===== src/rtl/cache_config.svh =====
`ifndef CACHE_CONFIG_SVH
`define CACHE_CONFIG_SVH

// Cache geometry, sizes given as log2 of bytes
`define CACHE_SIZE_E 10
`define CLSIZE_E 5
`define CASSOC 2
`define VIRT_IDX_LEN 9

// Widths derived from the geometry
`define WAY_BITS ($clog2(`CASSOC))
`define SET_BITS (`VIRT_IDX_LEN - `CLSIZE_E)
`define LINE_BITS (`CACHE_SIZE_E - `CLSIZE_E)
`define TAG_LEN (32 - `VIRT_IDX_LEN)
// Word address inside the cache data array
`define CADDR_BITS (`CACHE_SIZE_E - 2)

// Ports and memory side
`define NUM_AGUS 2
`define AXI_NUM_TRANS 2
`define MEM_LATENCY 6

`endif


===== src/rtl/cachePkg.sv =====
`include "cache_config.svh"

package cachePkg;

    typedef enum logic [2:0] {
        REGULAR,
        REGULAR_NO_EVICT,
        MGMT_CLEAN,
        MGMT_INVAL,
        MGMT_FLUSH,
        CONFLICT,
        TRANS_IN_PROG
    } MissType;

    typedef enum logic [1:0] {
        MEMC_NONE,
        MEMC_REPLACE,
        MEMC_CP_EXT_TO_CACHE,
        MEMC_CP_CACHE_TO_EXT
    } MemCmd;

    // Address bits above the index
    typedef struct packed {
        logic [`TAG_LEN-1:0] addr;
        logic valid;
    } CTEntry;

    typedef struct packed {
        logic valid;
        logic [`VIRT_IDX_LEN-1:0] addr;
    } CacheTableRead;

    typedef struct packed {
        CTEntry [`CASSOC-1:0] data;
    } CacheTableResult;

    typedef struct packed {
        CTEntry data;
        logic [`WAY_BITS-1:0] assoc;
        logic [`VIRT_IDX_LEN-1:0] addr;
        logic valid;
    } CacheTableWrite;

    // writeAddr carries the evicted tag in its upper bits
    typedef struct packed {
        logic valid;
        MissType mtype;
        logic [`WAY_BITS-1:0] assoc;
        logic [31:0] missAddr;
        logic [31:0] writeAddr;
    } CacheMiss;

    // Line index is {way, set}
    typedef struct packed {
        logic valid;
        logic [`LINE_BITS-1:0] idx;
    } CacheLineSetDirty;

    typedef struct packed {
        MemCmd cmd;
        logic [`CADDR_BITS-1:0] cacheAddr;
        logic [31:0] writeAddr;
        logic [31:0] readAddr;
    } MemControllerReq;

    typedef struct packed {
        logic valid;
        MemCmd cmd;
        logic [`CADDR_BITS-1:0] cacheAddr;
        logic [31:0] writeAddr;
        logic [31:0] readAddr;
    } MemTransfer;

    typedef struct packed {
        MemTransfer [`AXI_NUM_TRANS-1:0] transfers;
        logic stall;
    } MemControllerRes;

endpackage


===== src/rtl/cacheTagTable.sv =====
`include "cache_config.svh"

module cacheTagTable
    import cachePkg::*;
(
    input  logic            clk,
    input  logic            rst,

    input  CacheTableWrite  write,

    input  CacheTableRead   read[`NUM_AGUS-1:0],
    output CacheTableResult result[`NUM_AGUS-1:0]
);

    localparam int NUM_SETS = 1 << `SET_BITS;

    // One row per set, holding every way
    CacheTableResult tags[NUM_SETS-1:0];

    logic [`SET_BITS-1:0] writeSet;

    assign writeSet = write.addr[`VIRT_IDX_LEN-1:`CLSIZE_E];

    always_ff @(posedge clk) begin
        if (write.valid && !rst) begin
            tags[writeSet].data[write.assoc] <= write.data;
        end
    end

    // Registered read per port, the row is held while no read is issued
    always_ff @(posedge clk) begin
        for (int i = 0; i < `NUM_AGUS; i++) begin
            if (rst) begin
                result[i] <= '0;
            end else if (read[i].valid) begin
                result[i] <= tags[read[i].addr[`VIRT_IDX_LEN-1:`CLSIZE_E]];
            end
        end
    end

endmodule


===== src/rtl/cacheLineManager.sv =====
`include "cache_config.svh"

module cacheLineManager
    import cachePkg::*;
(
    input  logic             clk,
    input  logic             rst,

    input  logic             flush,
    input  logic             storeBusy,
    output logic             busy,

    input  CacheLineSetDirty setDirty,

    input  CacheTableRead    ctRead[`NUM_AGUS-1:0],
    output logic             ctReadReady[`NUM_AGUS-1:0],
    output CacheTableResult  ctResult[`NUM_AGUS-1:0],

    input  CacheMiss         miss,
    output logic             missReady,

    output CacheTableWrite   tableWrite,
    output CacheTableRead    tableRead[`NUM_AGUS-1:0],
    input  CacheTableResult  tableResult[`NUM_AGUS-1:0],

    output MemControllerReq  memReq,
    input  MemControllerRes  memRes
);

    localparam int NUM_LINES = 1 << `LINE_BITS;

    typedef enum logic [2:0] {
        IDLE,
        FLUSH_WAIT,
        FLUSH_READ0,
        FLUSH_READ1,
        FLUSH,
        FLUSH_FINALIZE
    } FlushState;

    FlushState state;

    logic [NUM_LINES-1:0] dirty;
    logic flushQueued;
    logic initialFlush;
    logic [`SET_BITS-1:0] flushIdx;
    logic [`WAY_BITS-1:0] flushWay;
    CTEntry flushEntry;

    logic [`SET_BITS-1:0] missSet;
    logic [`LINE_BITS-1:0] missIdx;
    logic [31-`CLSIZE_E:0] missLine;
    logic [31-`CLSIZE_E:0] evictLine;
    logic missDirty;
    logic missEvicts;
    MissType missKind;
    logic [`CADDR_BITS-1:0] missCacheAddr;
    logic [31:0] evictAddr;
    logic [31:0] loadAddr;

    MemTransfer pending;
    logic anyTransfer;
    logic canIssue;
    logic conflict;
    logic acceptMiss;

    CacheTableWrite prevWrite;
    CacheTableResult fwdData[`NUM_AGUS-1:0];
    logic [`CASSOC-1:0] fwdMask[`NUM_AGUS-1:0];

    function automatic logic hasWrite(input MemCmd cmd);
        return cmd == MEMC_REPLACE || cmd == MEMC_CP_CACHE_TO_EXT;
    endfunction

    function automatic logic hasRead(input MemCmd cmd);
        return cmd == MEMC_REPLACE || cmd == MEMC_CP_EXT_TO_CACHE;
    endfunction

    // Transfer touches the missed line location, its line or the evicted line
    function automatic logic clashes(input MemTransfer t);
        logic sameLoc;
        logic readAfterWrite;
        logic writeAfterRead;
        sameLoc = t.cacheAddr[`CADDR_BITS-1:`CLSIZE_E-2] == missIdx;
        readAfterWrite = hasWrite(t.cmd) && t.writeAddr[31:`CLSIZE_E] == missLine;
        writeAfterRead = missEvicts && hasRead(t.cmd) && t.readAddr[31:`CLSIZE_E] == evictLine;
        return t.valid && (sameLoc || readAfterWrite || writeAfterRead);
    endfunction

    assign missSet = miss.missAddr[`VIRT_IDX_LEN-1:`CLSIZE_E];
    assign missIdx = {miss.assoc, missSet};
    assign missLine = miss.missAddr[31:`CLSIZE_E];
    assign evictLine = {miss.writeAddr[31:`VIRT_IDX_LEN], missSet};
    assign missCacheAddr = {miss.assoc, miss.missAddr[`VIRT_IDX_LEN-1:2]};
    assign evictAddr = {miss.writeAddr[31:`VIRT_IDX_LEN], miss.missAddr[`VIRT_IDX_LEN-1:2], 2'b0};
    assign loadAddr = {miss.missAddr[31:2], 2'b0};

    // A store marking the line in this cycle counts too
    assign missDirty = dirty[missIdx] || (setDirty.valid && setDirty.idx == missIdx);

    always_comb begin
        missKind = miss.mtype;
        if (miss.mtype == REGULAR && !missDirty) begin
            missKind = REGULAR_NO_EVICT;
        end
    end

    assign missEvicts = missKind inside {REGULAR, MGMT_CLEAN, MGMT_FLUSH};

    assign pending = {memReq.cmd != MEMC_NONE, memReq};

    always_comb begin
        anyTransfer = 1'b0;
        conflict = miss.valid && clashes(pending);
        for (int i = 0; i < `AXI_NUM_TRANS; i++) begin
            anyTransfer = anyTransfer | memRes.transfers[i].valid;
            if (miss.valid && clashes(memRes.transfers[i])) begin
                conflict = 1'b1;
            end
        end
    end

    assign canIssue = memReq.cmd == MEMC_NONE || !memRes.stall;
    assign missReady = state == IDLE && canIssue && !conflict;
    assign acceptMiss = missReady && miss.valid &&
        miss.mtype != CONFLICT && miss.mtype != TRANS_IN_PROG;
    assign busy = flushQueued || state != IDLE;

    assign flushEntry = tableResult[0].data[flushWay];

    // New tag goes in as soon as the miss is taken
    always_comb begin
        tableWrite = '0;
        if (acceptMiss) begin
            tableWrite.assoc = miss.assoc;
            tableWrite.addr = miss.missAddr[`VIRT_IDX_LEN-1:0];
            case (miss.mtype)
                REGULAR, REGULAR_NO_EVICT: begin
                    tableWrite.valid = 1'b1;
                    tableWrite.data = '{addr: miss.missAddr[31:`VIRT_IDX_LEN], valid: 1'b1};
                end
                MGMT_INVAL, MGMT_FLUSH: begin
                    tableWrite.valid = 1'b1;
                end
                default: ;
            endcase
        end else if (state == FLUSH && canIssue) begin
            tableWrite.valid = 1'b1;
            tableWrite.assoc = flushWay;
            tableWrite.addr = {flushIdx, {`CLSIZE_E{1'b0}}};
        end
    end

    always_comb begin
        for (int i = 0; i < `NUM_AGUS; i++) begin
            tableRead[i] = ctRead[i];
            ctReadReady[i] = !tableWrite.valid;
        end
        // Port 0 belongs to the walk until the set is processed
        case (state)
            FLUSH_READ0: begin
                tableRead[0] = '{valid: 1'b1, addr: {flushIdx, {`CLSIZE_E{1'b0}}}};
                ctReadReady[0] = 1'b0;
            end
            FLUSH_READ1, FLUSH: begin
                tableRead[0].valid = 1'b0;
                ctReadReady[0] = 1'b0;
            end
            default: ;
        endcase
    end

    always_ff @(posedge clk) begin
        prevWrite <= tableWrite;
        if (rst) begin
            prevWrite.valid <= 1'b0;
        end
    end

    // Capture writes of this and the previous cycle for the read in flight
    always_ff @(posedge clk) begin
        for (int i = 0; i < `NUM_AGUS; i++) begin
            if (tableRead[i].valid) begin
                fwdMask[i] <= '0;
                if (prevWrite.valid && prevWrite.addr[`VIRT_IDX_LEN-1:`CLSIZE_E] ==
                        tableRead[i].addr[`VIRT_IDX_LEN-1:`CLSIZE_E]) begin
                    fwdMask[i][prevWrite.assoc] <= 1'b1;
                    fwdData[i].data[prevWrite.assoc] <= prevWrite.data;
                end
                // Newer write wins on the same way
                if (tableWrite.valid && tableWrite.addr[`VIRT_IDX_LEN-1:`CLSIZE_E] ==
                        tableRead[i].addr[`VIRT_IDX_LEN-1:`CLSIZE_E]) begin
                    fwdMask[i][tableWrite.assoc] <= 1'b1;
                    fwdData[i].data[tableWrite.assoc] <= tableWrite.data;
                end
            end
        end
    end

    always_comb begin
        for (int i = 0; i < `NUM_AGUS; i++) begin
            ctResult[i] = tableResult[i];
            for (int w = 0; w < `CASSOC; w++) begin
                if (fwdMask[i][w]) begin
                    ctResult[i].data[w] = fwdData[i].data[w];
                end
            end
        end
    end

    always_ff @(posedge clk) begin
        if (rst) begin
            state <= IDLE;
            flushQueued <= 1'b1;
            initialFlush <= 1'b1;
            dirty <= '0;
            memReq.cmd <= MEMC_NONE;
        end else begin
            if (canIssue) begin
                memReq.cmd <= MEMC_NONE;
            end
            if (flush) begin
                flushQueued <= 1'b1;
            end
            if (setDirty.valid) begin
                dirty[setDirty.idx] <= 1'b1;
            end

            case (state)
                IDLE: begin
                    if (acceptMiss) begin
                        dirty[missIdx] <= 1'b0;
                        case (missKind)
                            REGULAR:
                                memReq <= '{MEMC_REPLACE, missCacheAddr, evictAddr, loadAddr};
                            REGULAR_NO_EVICT:
                                memReq <= '{MEMC_CP_EXT_TO_CACHE, missCacheAddr, '0, loadAddr};
                            MGMT_CLEAN, MGMT_FLUSH:
                                memReq <= '{MEMC_CP_CACHE_TO_EXT, missCacheAddr, evictAddr, '0};
                            // Invalidation only touches the tag
                            default: ;
                        endcase
                    end
                    if (flushQueued) begin
                        state <= FLUSH_WAIT;
                        flushQueued <= 1'b0;
                        flushIdx <= '0;
                        flushWay <= '0;
                    end
                end

                FLUSH_WAIT: begin
                    if (!storeBusy && memReq.cmd == MEMC_NONE && !anyTransfer) begin
                        state <= FLUSH_READ0;
                    end
                end

                FLUSH_READ0: state <= FLUSH_READ1;

                FLUSH_READ1: state <= FLUSH;

                FLUSH: begin
                    if (canIssue) begin
                        // Nothing is written back on the walk after reset
                        if (flushEntry.valid && dirty[{flushWay, flushIdx}] && !initialFlush) begin
                            memReq <= '{
                                cmd:       MEMC_CP_CACHE_TO_EXT,
                                cacheAddr: {flushWay, flushIdx, {(`CLSIZE_E-2){1'b0}}},
                                writeAddr: {flushEntry.addr, flushIdx, {`CLSIZE_E{1'b0}}},
                                readAddr:  '0
                            };
                        end
                        dirty[{flushWay, flushIdx}] <= 1'b0;
                        flushWay <= flushWay + 1'b1;
                        if (&flushWay) begin
                            flushIdx <= flushIdx + 1'b1;
                            state <= (&flushIdx) ? FLUSH_FINALIZE : FLUSH_READ0;
                        end
                    end
                end

                FLUSH_FINALIZE: begin
                    if (memReq.cmd == MEMC_NONE && !anyTransfer) begin
                        state <= IDLE;
                        initialFlush <= 1'b0;
                    end
                end

                default: state <= IDLE;
            endcase
        end
    end

endmodule


===== src/rtl/memTransferTracker.sv =====
`include "cache_config.svh"

module memTransferTracker
    import cachePkg::*;
(
    input  logic            clk,
    input  logic            rst,

    input  MemControllerReq req,
    output MemControllerRes res,

    output MemTransfer      done
);

    localparam int CNT_BITS = $clog2(`MEM_LATENCY);

    MemTransfer slots[`AXI_NUM_TRANS-1:0];
    logic [CNT_BITS-1:0] remaining[`AXI_NUM_TRANS-1:0];

    logic freeFound;
    int freeSlot;
    logic accept;

    // Lowest free slot takes the next command
    always_comb begin
        freeFound = 1'b0;
        freeSlot = 0;
        for (int i = `AXI_NUM_TRANS - 1; i >= 0; i--) begin
            if (!slots[i].valid) begin
                freeFound = 1'b1;
                freeSlot = i;
            end
        end
    end

    always_comb begin
        for (int i = 0; i < `AXI_NUM_TRANS; i++) begin
            res.transfers[i] = slots[i];
        end
        res.stall = !freeFound;
    end

    assign accept = req.cmd != MEMC_NONE && freeFound;

    always_ff @(posedge clk) begin
        if (rst) begin
            done.valid <= 1'b0;
            for (int i = 0; i < `AXI_NUM_TRANS; i++) begin
                slots[i].valid <= 1'b0;
            end
        end else begin
            done.valid <= 1'b0;
            for (int i = 0; i < `AXI_NUM_TRANS; i++) begin
                if (slots[i].valid) begin
                    remaining[i] <= remaining[i] - 1'b1;
                    // Last cycle of the latency, report and free the slot
                    if (remaining[i] == CNT_BITS'(1)) begin
                        slots[i].valid <= 1'b0;
                        done <= slots[i];
                    end
                end
            end
            if (accept) begin
                slots[freeSlot] <= {1'b1, req};
                remaining[freeSlot] <= CNT_BITS'(`MEM_LATENCY - 1);
            end
        end
    end

endmodule


===== src/rtl/dataCacheCtrl.sv =====
`include "cache_config.svh"

module dataCacheCtrl
    import cachePkg::*;
(
    input  logic             clk,
    input  logic             rst,

    input  logic             flush,
    input  logic             storeBusy,
    output logic             busy,

    input  CacheLineSetDirty setDirty,

    input  CacheTableRead    ctRead[`NUM_AGUS-1:0],
    output logic             ctReadReady[`NUM_AGUS-1:0],
    output CacheTableResult  ctResult[`NUM_AGUS-1:0],

    input  CacheMiss         miss,
    output logic             missReady,

    output MemTransfer       memDone
);

    CacheTableWrite tableWrite;
    CacheTableRead tableRead[`NUM_AGUS-1:0];
    CacheTableResult tableResult[`NUM_AGUS-1:0];
    MemControllerReq memReq;
    MemControllerRes memRes;

    cacheTagTable i_cacheTagTable (
        .clk    (clk),
        .rst    (rst),
        .write  (tableWrite),
        .read   (tableRead),
        .result (tableResult)
    );

    cacheLineManager i_cacheLineManager (
        .clk         (clk),
        .rst         (rst),
        .flush       (flush),
        .storeBusy   (storeBusy),
        .busy        (busy),
        .setDirty    (setDirty),
        .ctRead      (ctRead),
        .ctReadReady (ctReadReady),
        .ctResult    (ctResult),
        .miss        (miss),
        .missReady   (missReady),
        .tableWrite  (tableWrite),
        .tableRead   (tableRead),
        .tableResult (tableResult),
        .memReq      (memReq),
        .memRes      (memRes)
    );

    // Latency model in place of the memory controller
    memTransferTracker i_memTransferTracker (
        .clk  (clk),
        .rst  (rst),
        .req  (memReq),
        .res  (memRes),
        .done (memDone)
    );

endmodule


===== config.mk =====
export PLATFORM = sky130hd
export DESIGN_NAME = dataCacheCtrl
export DESIGN_NICKNAME = d
export VERILOG_FILES = /design/src/rtl/cachePkg.sv /design/src/rtl/cacheTagTable.sv /design/src/rtl/cacheLineManager.sv /design/src/rtl/memTransferTracker.sv /design/src/rtl/dataCacheCtrl.sv
export VERILOG_INCLUDE_DIRS = /design/src /design/src/rtl
export SDC_FILE = /design/constraint.sdc
export NUM_CORES = 2
export LEC_CHECK = 0
export ABC_AREA = 1
export ABC_CLOCK_PERIOD_IN_PS = 27100
export BUFFER_PORTS_ARGS = -buffer_cell sky130_fd_sc_hd__buf_2
export CAP_MARGIN = 30
export CORE_MARGIN = 2
export CORE_UTILIZATION = 39
export DETAILED_ROUTE_END_ITERATION = 8
export PLACE_DENSITY = 0.6
export SLEW_MARGIN = 30
export SYNTH_ARGS = -nofsm -noshare
export SYNTH_HDL_FRONTEND = slang
export SYNTH_SLANG_ARGS = --single-unit
export TNS_END_PERCENT = 100

===== constraint.sdc =====
create_clock -name clk -period 27.1 [get_ports clk]
set_input_delay 2.71 -clock clk [delete_from_list [all_inputs] [get_ports clk]]
set_output_delay 2.71 -clock clk [all_outputs]
set_load 0.05 [all_outputs]

======== Word-level counts from Yosys, hierarchy flattened ========
Memory sizes are Yosys's and may differ from the RTL's. A register that Yosys moved wholly into a read port is not among the register bits.
Index checks and enable logic that the tools add are counted.
cells by class
  add/sub/neg operators ................... 4
  order comparisons ....................... 11
  equal/unequal tests ..................... 46
  mux-type cells .......................... 218
  bitwise logic cells ..................... 113
  reductions and logical operators ........ 80
operators with widths
  operator                                                     number
  two-way mux 75 bit                                           4
  two-way mux 24 bit                                           10
  two-way mux 48 bit                                           5
  two-way mux 74 bit                                           3
  case mux 74 bit (3 select lines)                             1
  equality test 27 bit                                         6
  two-way mux 1 bit                                            158
  case mux 74 bit (2 select lines)                             1
  two-way mux 32 bit                                           4
  bitwise OR 1 bit                                             107
  bitwise AND 32 bit                                           2
  inverter 32 bit                                              2
  case mux 32 bit (2 select lines)                             1
  demux 24 bit (select 1 bit)                                  2
  logical AND 1 bit                                            39
  bitwise OR 32 bit                                            1
  two-way mux 11 bit                                           2
  two-way mux 3 bit                                            7
  equality test 5 bit                                          4
  less-than comparator 5 x 6 -> 1 bit (second input constant)  3
  case mux 3 bit (6 select lines)                              1
  equality test 4 bit                                          4
  demux 1 bit (select 5 bit)                                   3
  equality test 3 x 1 -> 1 bit (second input constant)         5
  other kinds (35)                                             97
storage, ports and cells
  register bits ........................... 226
  bits in writable memories ............... 1024
  input port bits ......................... 99
  output and inout bits ................... 175
  memories kept ........................... 5
memories
  name                            depth  width  read ports  clocked after Yosys merged registers in  write ports  RTL line                  source
  i_cacheTagTable.tags            16     48     2           2                                        1            cacheTagTable.sv:18       CacheTableResult tags[NUM_SETS-1:0];
  i_memTransferTracker.slots      2      75     2           0                                        3            memTransferTracker.sv:17  MemTransfer slots[`AXI_NUM_TRANS-1:0];
  i_cacheLineManager.fwdData      2      48     2           0                                        2            cacheLineManager.sv:68    CacheTableResult fwdData[`NUM_AGUS-1:0];
  i_memTransferTracker.remaining  2      3      2           0                                        3            memTransferTracker.sv:18  logic [CNT_BITS-1:0] remaining[`AXI_NUM_TRANS-1:0];
  i_cacheLineManager.fwdMask      2      2      2           0                                        2            cacheLineManager.sv:69    logic [`CASSOC-1:0] fwdMask[`NUM_AGUS-1:0];

======== Longest topological paths before layout ========
  depth after elaboration ................. 27
  gate-level depth with buffers ........... 28

======== By module ========
Synthesis repeated with hierarchy kept, for this count alone.
second synthesis, totals
  cell total of the unflattened synthesis .. 7792
  area total of the unflattened synthesis .. 67776.3 um^2
modules (own cells, without submodules)
  module              times used  cells an instance  area each (um^2)  seq. area each (um^2)
  cacheTagTable       1           4840               42413.2           24984.0
  cacheLineManager    1           2097               15732.6           6556.3
  memTransferTracker  1           855                9630.5            6846.6

======== Least setup slack after synthesis ========
OpenSTA, ideal clock, no wires.
  path kind ............................... in2reg
  from .................................... input miss[38] (netlist bit)
  to ...................................... register, netlist name i_cacheLineManager.memReq[10]
  arrival time ............................ 9852 ps
  slack ................................... 16645 ps
  cell stages on the path ................. 19
  buffers on the path ..................... 4
  cell sequence ........................... buf_4 -> inv_2 -> buf_2 -> buf_2 -> nand2_1 -> o2111ai_1 -> nor2_1 -> nand2_1 -> nor2_1 -> nor2_1 -> nand2_1 -> nand2_1 -> nand3_2 -> nand2_4 -> nand3_4 -> inv_1 -> clkbuf_1 -> o21ai_0 -> a221oi_1
between the ends
  cells in the longest elaborated chain, start to end .. 22
  elaborated cells on any way between the ends .. 54
ends and longest elaborated chain
  element                                                                               RTL line                                          source
  start: declaration                                                                    dataCacheCtrl.sv:19                               input CacheMiss miss,
  binary-select mux 1 bit (select 5 bit) / equality test 5 bit (equally long branches)  cacheLineManager.sv:99                            assign missDirty = dirty[missIdx] || (setDirty.valid && setDirty.idx == missIdx);
  two-way mux 1 bit (not written as such) / logical AND 1 bit (equally long branches)   cacheLineManager.sv:99
  logical OR 1 bit                                                                      cacheLineManager.sv:99
  zero test 1 bit                                                                       cacheLineManager.sv:103                           if (miss.mtype == REGULAR && !missDirty) begin
  logical AND 1 bit                                                                     cacheLineManager.sv:103
  two-way mux 3 bit                                                                     cacheLineManager.sv:103
  equality test 3 x 2 -> 1 bit, or another cell as far along                            cacheLineManager.sv:108, cacheLineManager.sv:233
  nonzero test 3 bit                                                                    cacheLineManager.sv:108                           assign missEvicts = missKind inside {REGULAR, MGMT_CLEAN, MGMT_FLUSH};
  (+4 left out)                                                                         n/a
  logical AND 1 bit (on tied branches)                                                  cacheLineManager.sv:114, cacheLineManager.sv:117
  two-way mux 1 bit (2 in a row)                                                        cacheLineManager.sv:117                           if (miss.valid && clashes(memRes.transfers[i])) begin
  zero test 1 bit                                                                       cacheLineManager.sv:124                           assign missReady = state == IDLE && canIssue && !conflict;
  logical AND 1 bit                                                                     cacheLineManager.sv:124
  logical AND 1 bit (2 in a row)                                                        cacheLineManager.sv:125                           assign acceptMiss = missReady && miss.valid &&
  logical AND 1 bit                                                                     cacheLineManager.sv:126                           miss.mtype != CONFLICT && miss.mtype != TRANS_IN_PROG;
  inequality test 2 x 1 -> 1 bit (no line)                                              n/a
  AND reduction 6 bit (no line) *                                                       n/a
Every way passes the cells marked *; elsewhere a longest branch is shown, timed or not. The select of a mux whose other input is x is not followed.
A chain may end at the register's enable or synchronous reset.

==> impl_metrics.ini <==
[logic_synthesis]
yosysWarnings = 0
syn_nets = 6458
yosys-top-cells-area = edfxtp_1, o21ai_0, nor2_1
synth_top_area_frac = 0.549
yosys.area.top_type = edfxtp_1
yosysUniqueCellTypes = 56
ys_ff_latch = 1329
synth-edff-count = 1153
netlist_instances = 6344
async_flop_share = 0
synth.avg_cell_area_um2 = 9.94
synth_seq_area_share = 0.605
syn_area_um2 = 63100
synth_top_flop_cell = edfxtp_1
synth_most_common_cell = edfxtp_1
synth_commonest_cells = edfxtp_1, nor2_1, o21ai_0

[critical_path]
rr_startpoint = i_cacheLineManager.state[0]
worst-setup-path-type = in -> out
cp-startpoint = miss[40]
reg2reg_slack_ns = 21.58
rr_endpoint = i_cacheLineManager.memReq[13]
worstPathCellList = buf_2 -> inv_2 -> nor3_1 -> nand2_1 -> nand2_1 -> nor2_1 -> nand3_1 -> nand2_1 -> nand2_2 -> nand2_1 -> nand2_1 -> nand2_1 -> nand3_2 -> nand2_4 -> nand4_1 -> nand2_1 -> nor3_1 -> buf_2
slowest_stage = nor3_1
crit_path_end_kind = output port
max_stage_delay_ns = 0.66
r2r_cells = 10
cp.arrival_ns = 6.80
setup.worst_path.start_class = input port
required_ns = 24.39
cp_max_fo = 16
path_common_cell = nand2_1

[clocking]
cts_tree = yes
cts_sinks = 1329
postCtsHoldBufs = 0
root_buffer = clkbuf_16
cts_setup_buffers = 0
cts_buffer_depth = 3
clock_latency_ns = 0.80
cts_buffers = 142
htreeDepth = 4
clk_pin_slew_ns = 0.06
cts.repair.resized = 0

[timing]
period_minus_slack_ns = 9.51
clock_skew_ns = 0.0427
maxSlewHeadroom = 0.274
setup_tns_ns = 0
hold_viol_final = 0
max_slew.worst_pin.slew_ns = 1.09
max_freq_mhz = 105
post-route-period-util = 0.351
finalSetupViolations = 0
final_max_slew_viol_count = 0
rsz0062_at_grt = no

[floorplanning]
die_y_um = 406
dieArea_um2 = 165000
die_w_um = 406
ios = 274
rows = 147
fp.coreArea_um2 = 161000
initial_utilization = 0.393

[final_layout]
fill_cells = 14900
area_delta_synth_final_pct = 13.5
drive_gt1_frac = 0.122
nets = 6510
final_area_um2 = 71600

[route]
drc_errors = 0
vias = 54100
wl_um = 246000
drt_iter0_markers = 8770
via_per_inst = 6.23
drtPass1Iterations = 6
wire_per_inst_um = 28.4
postRouteAntennaNets = 0

[placed_design]
gp_congestion = 0.985
io_buffers = 252
post_dp_cell_area_um2 = 66900
dpl.hpwl_um = 149000

[power_and_ir_drop]
total_leakage_power_uw = 0.0258
max-vdd-ir-drop_mv = 0.0736
power_uw = 6440
power_density_nw_per_um2 = 89.9

[min_path]
min_path_type = reg -> reg
min_to = i_memTransferTracker.slots[0][64]
min_path_cells = 0
hold_start = i_cacheLineManager.memReq[64]

[grt]
grt_pass1_vias = 50400
grt_max_degree = 181
antenna_found_initial = 18
grt_use_total = 0.290
gr-total-overflow = 0
grt_pass1_wl_um = 350000

[flow_run]
cap_violations = 0

[run_status]
status = complete, no violations
-- logic make-up after synthesis --
kind of cell,Yosys count,share of synthesized area
multiplexers,72,0.0129
flip-flops,1329,0.605
buffers and inverters,836,0.0514
XOR/XNOR,60,0.00833
AND/OR/NAND/NOR,2294,0.150
adder cells (fa/ha/maj),15,0.00298
AO/OA/AOI/OAI,1738,0.169
-- final cells by class --
| cell class | count | area [um^2] | area share |
|---|---|---|---|
| flip-flops and latches | 1329 | 38100 | 0.533 |
| multi-input cells | 4179 | 22100 | 0.309 |
| clock buffers | 188 | 3840 | 0.0536 |
| well taps | 2160 | 2700 | 0.0377 |
| repair buffers | 393 | 2600 | 0.0363 |
| inverters | 351 | 1350 | 0.0189 |
| clock inverters | 76 | 841 | 0.0117 |
| diodes | 8 | 20.0 | 0.000280 |
-- layout by cell type (no fill, tap or decap), types with 175 or more instances in the layout --
cell      Yosys  final
inv_1       335    329
o221ai_1    261    261
nand3_1     328    328
o22ai_1     187    187
nand2_1     660    654
buf_2        25    248
o21ai_0     922    920
dfxtp_1     176    175
edfxtp_1   1153   1153
nor2_1     1122   1066
-- per-layer routing --
| layer | global-route usage | up-vias | wire length, um |
|---|---|---|---|
| li1 | - | 23200 | - |
| met1 | 0.394 | 26400 | 94200 |
| met2 | 0.437 | 3904 | 109000 |
| met3 | 0.0594 | 663 | 29300 |
| met4 | 0.154 | 4 | 14400 |
| met5 | 0 | - | 34 |
-- worst max-delay path by stage --
stage / endpoint / slack, ns / cells past startpoint
4_1_cts: ctReadReady[0] / 17.84 / 18
5_1_grt: ctReadReady[0] / 17.53 / 18
3_3_place_gp: ctReadReady[0] / 17.86 / 18
2_1_floorplan: i_cacheLineManager.memReq[10] / 16.65 / 19
6_report: ctReadReady[0] / 17.59 / 18
3_5_place_dp: ctReadReady[0] / 17.84 / 18
-- registers in the layout, indices dropped and copies added (netlist names) --
signal	flops
i_cacheLineManager.flushQueued	1
i_memTransferTracker.remaining	6
i_cacheLineManager.memReq	70
i_cacheLineManager.dirty	32
i_cacheLineManager.state	3
i_cacheLineManager.fwdMask	4
i_cacheTagTable.result	96
i_cacheTagTable.tags	768
i_cacheLineManager.initialFlush	1
i_cacheLineManager.prevWrite	30
i_cacheLineManager.flushWay	1
i_memTransferTracker.slots	142
i_cacheLineManager.fwdData	96
i_memTransferTracker.done	75
i_cacheLineManager.flushIdx	4
-- power breakdown --
| part | leakage, uW | switching [uW] | internal [uW] |
|---|---|---|---|
| Combinational | 0.0112 | 1490 | 431 |
| Clock | 0.00228 | 863 | 1120 |
| Sequential | 0.0122 | 138 | 2400 |
-- critical path, delay by kind of cell --
kind	cells	cell delay (ns)
AND/OR/NAND/NOR	15	2.81
buffers and inverters	3	1.25
-- stage by stage --
step / setup WS [ns] / instances / util / hold WS (ns)
floorplan: 16.65 / 6344 / - / 0.421
global placement: 17.86 / 8400 / 0.415 / 0.428
detailed placement: 17.84 / 8412 / 0.417 / 0.431
CTS: 17.84 / 8676 / 0.446 / 0.446
global route: 17.53 / 8679 / 0.446 / 0.456
finish: 17.59 / 8684 / 0.446 / 0.446
Power figures use the tool's default switching activity.
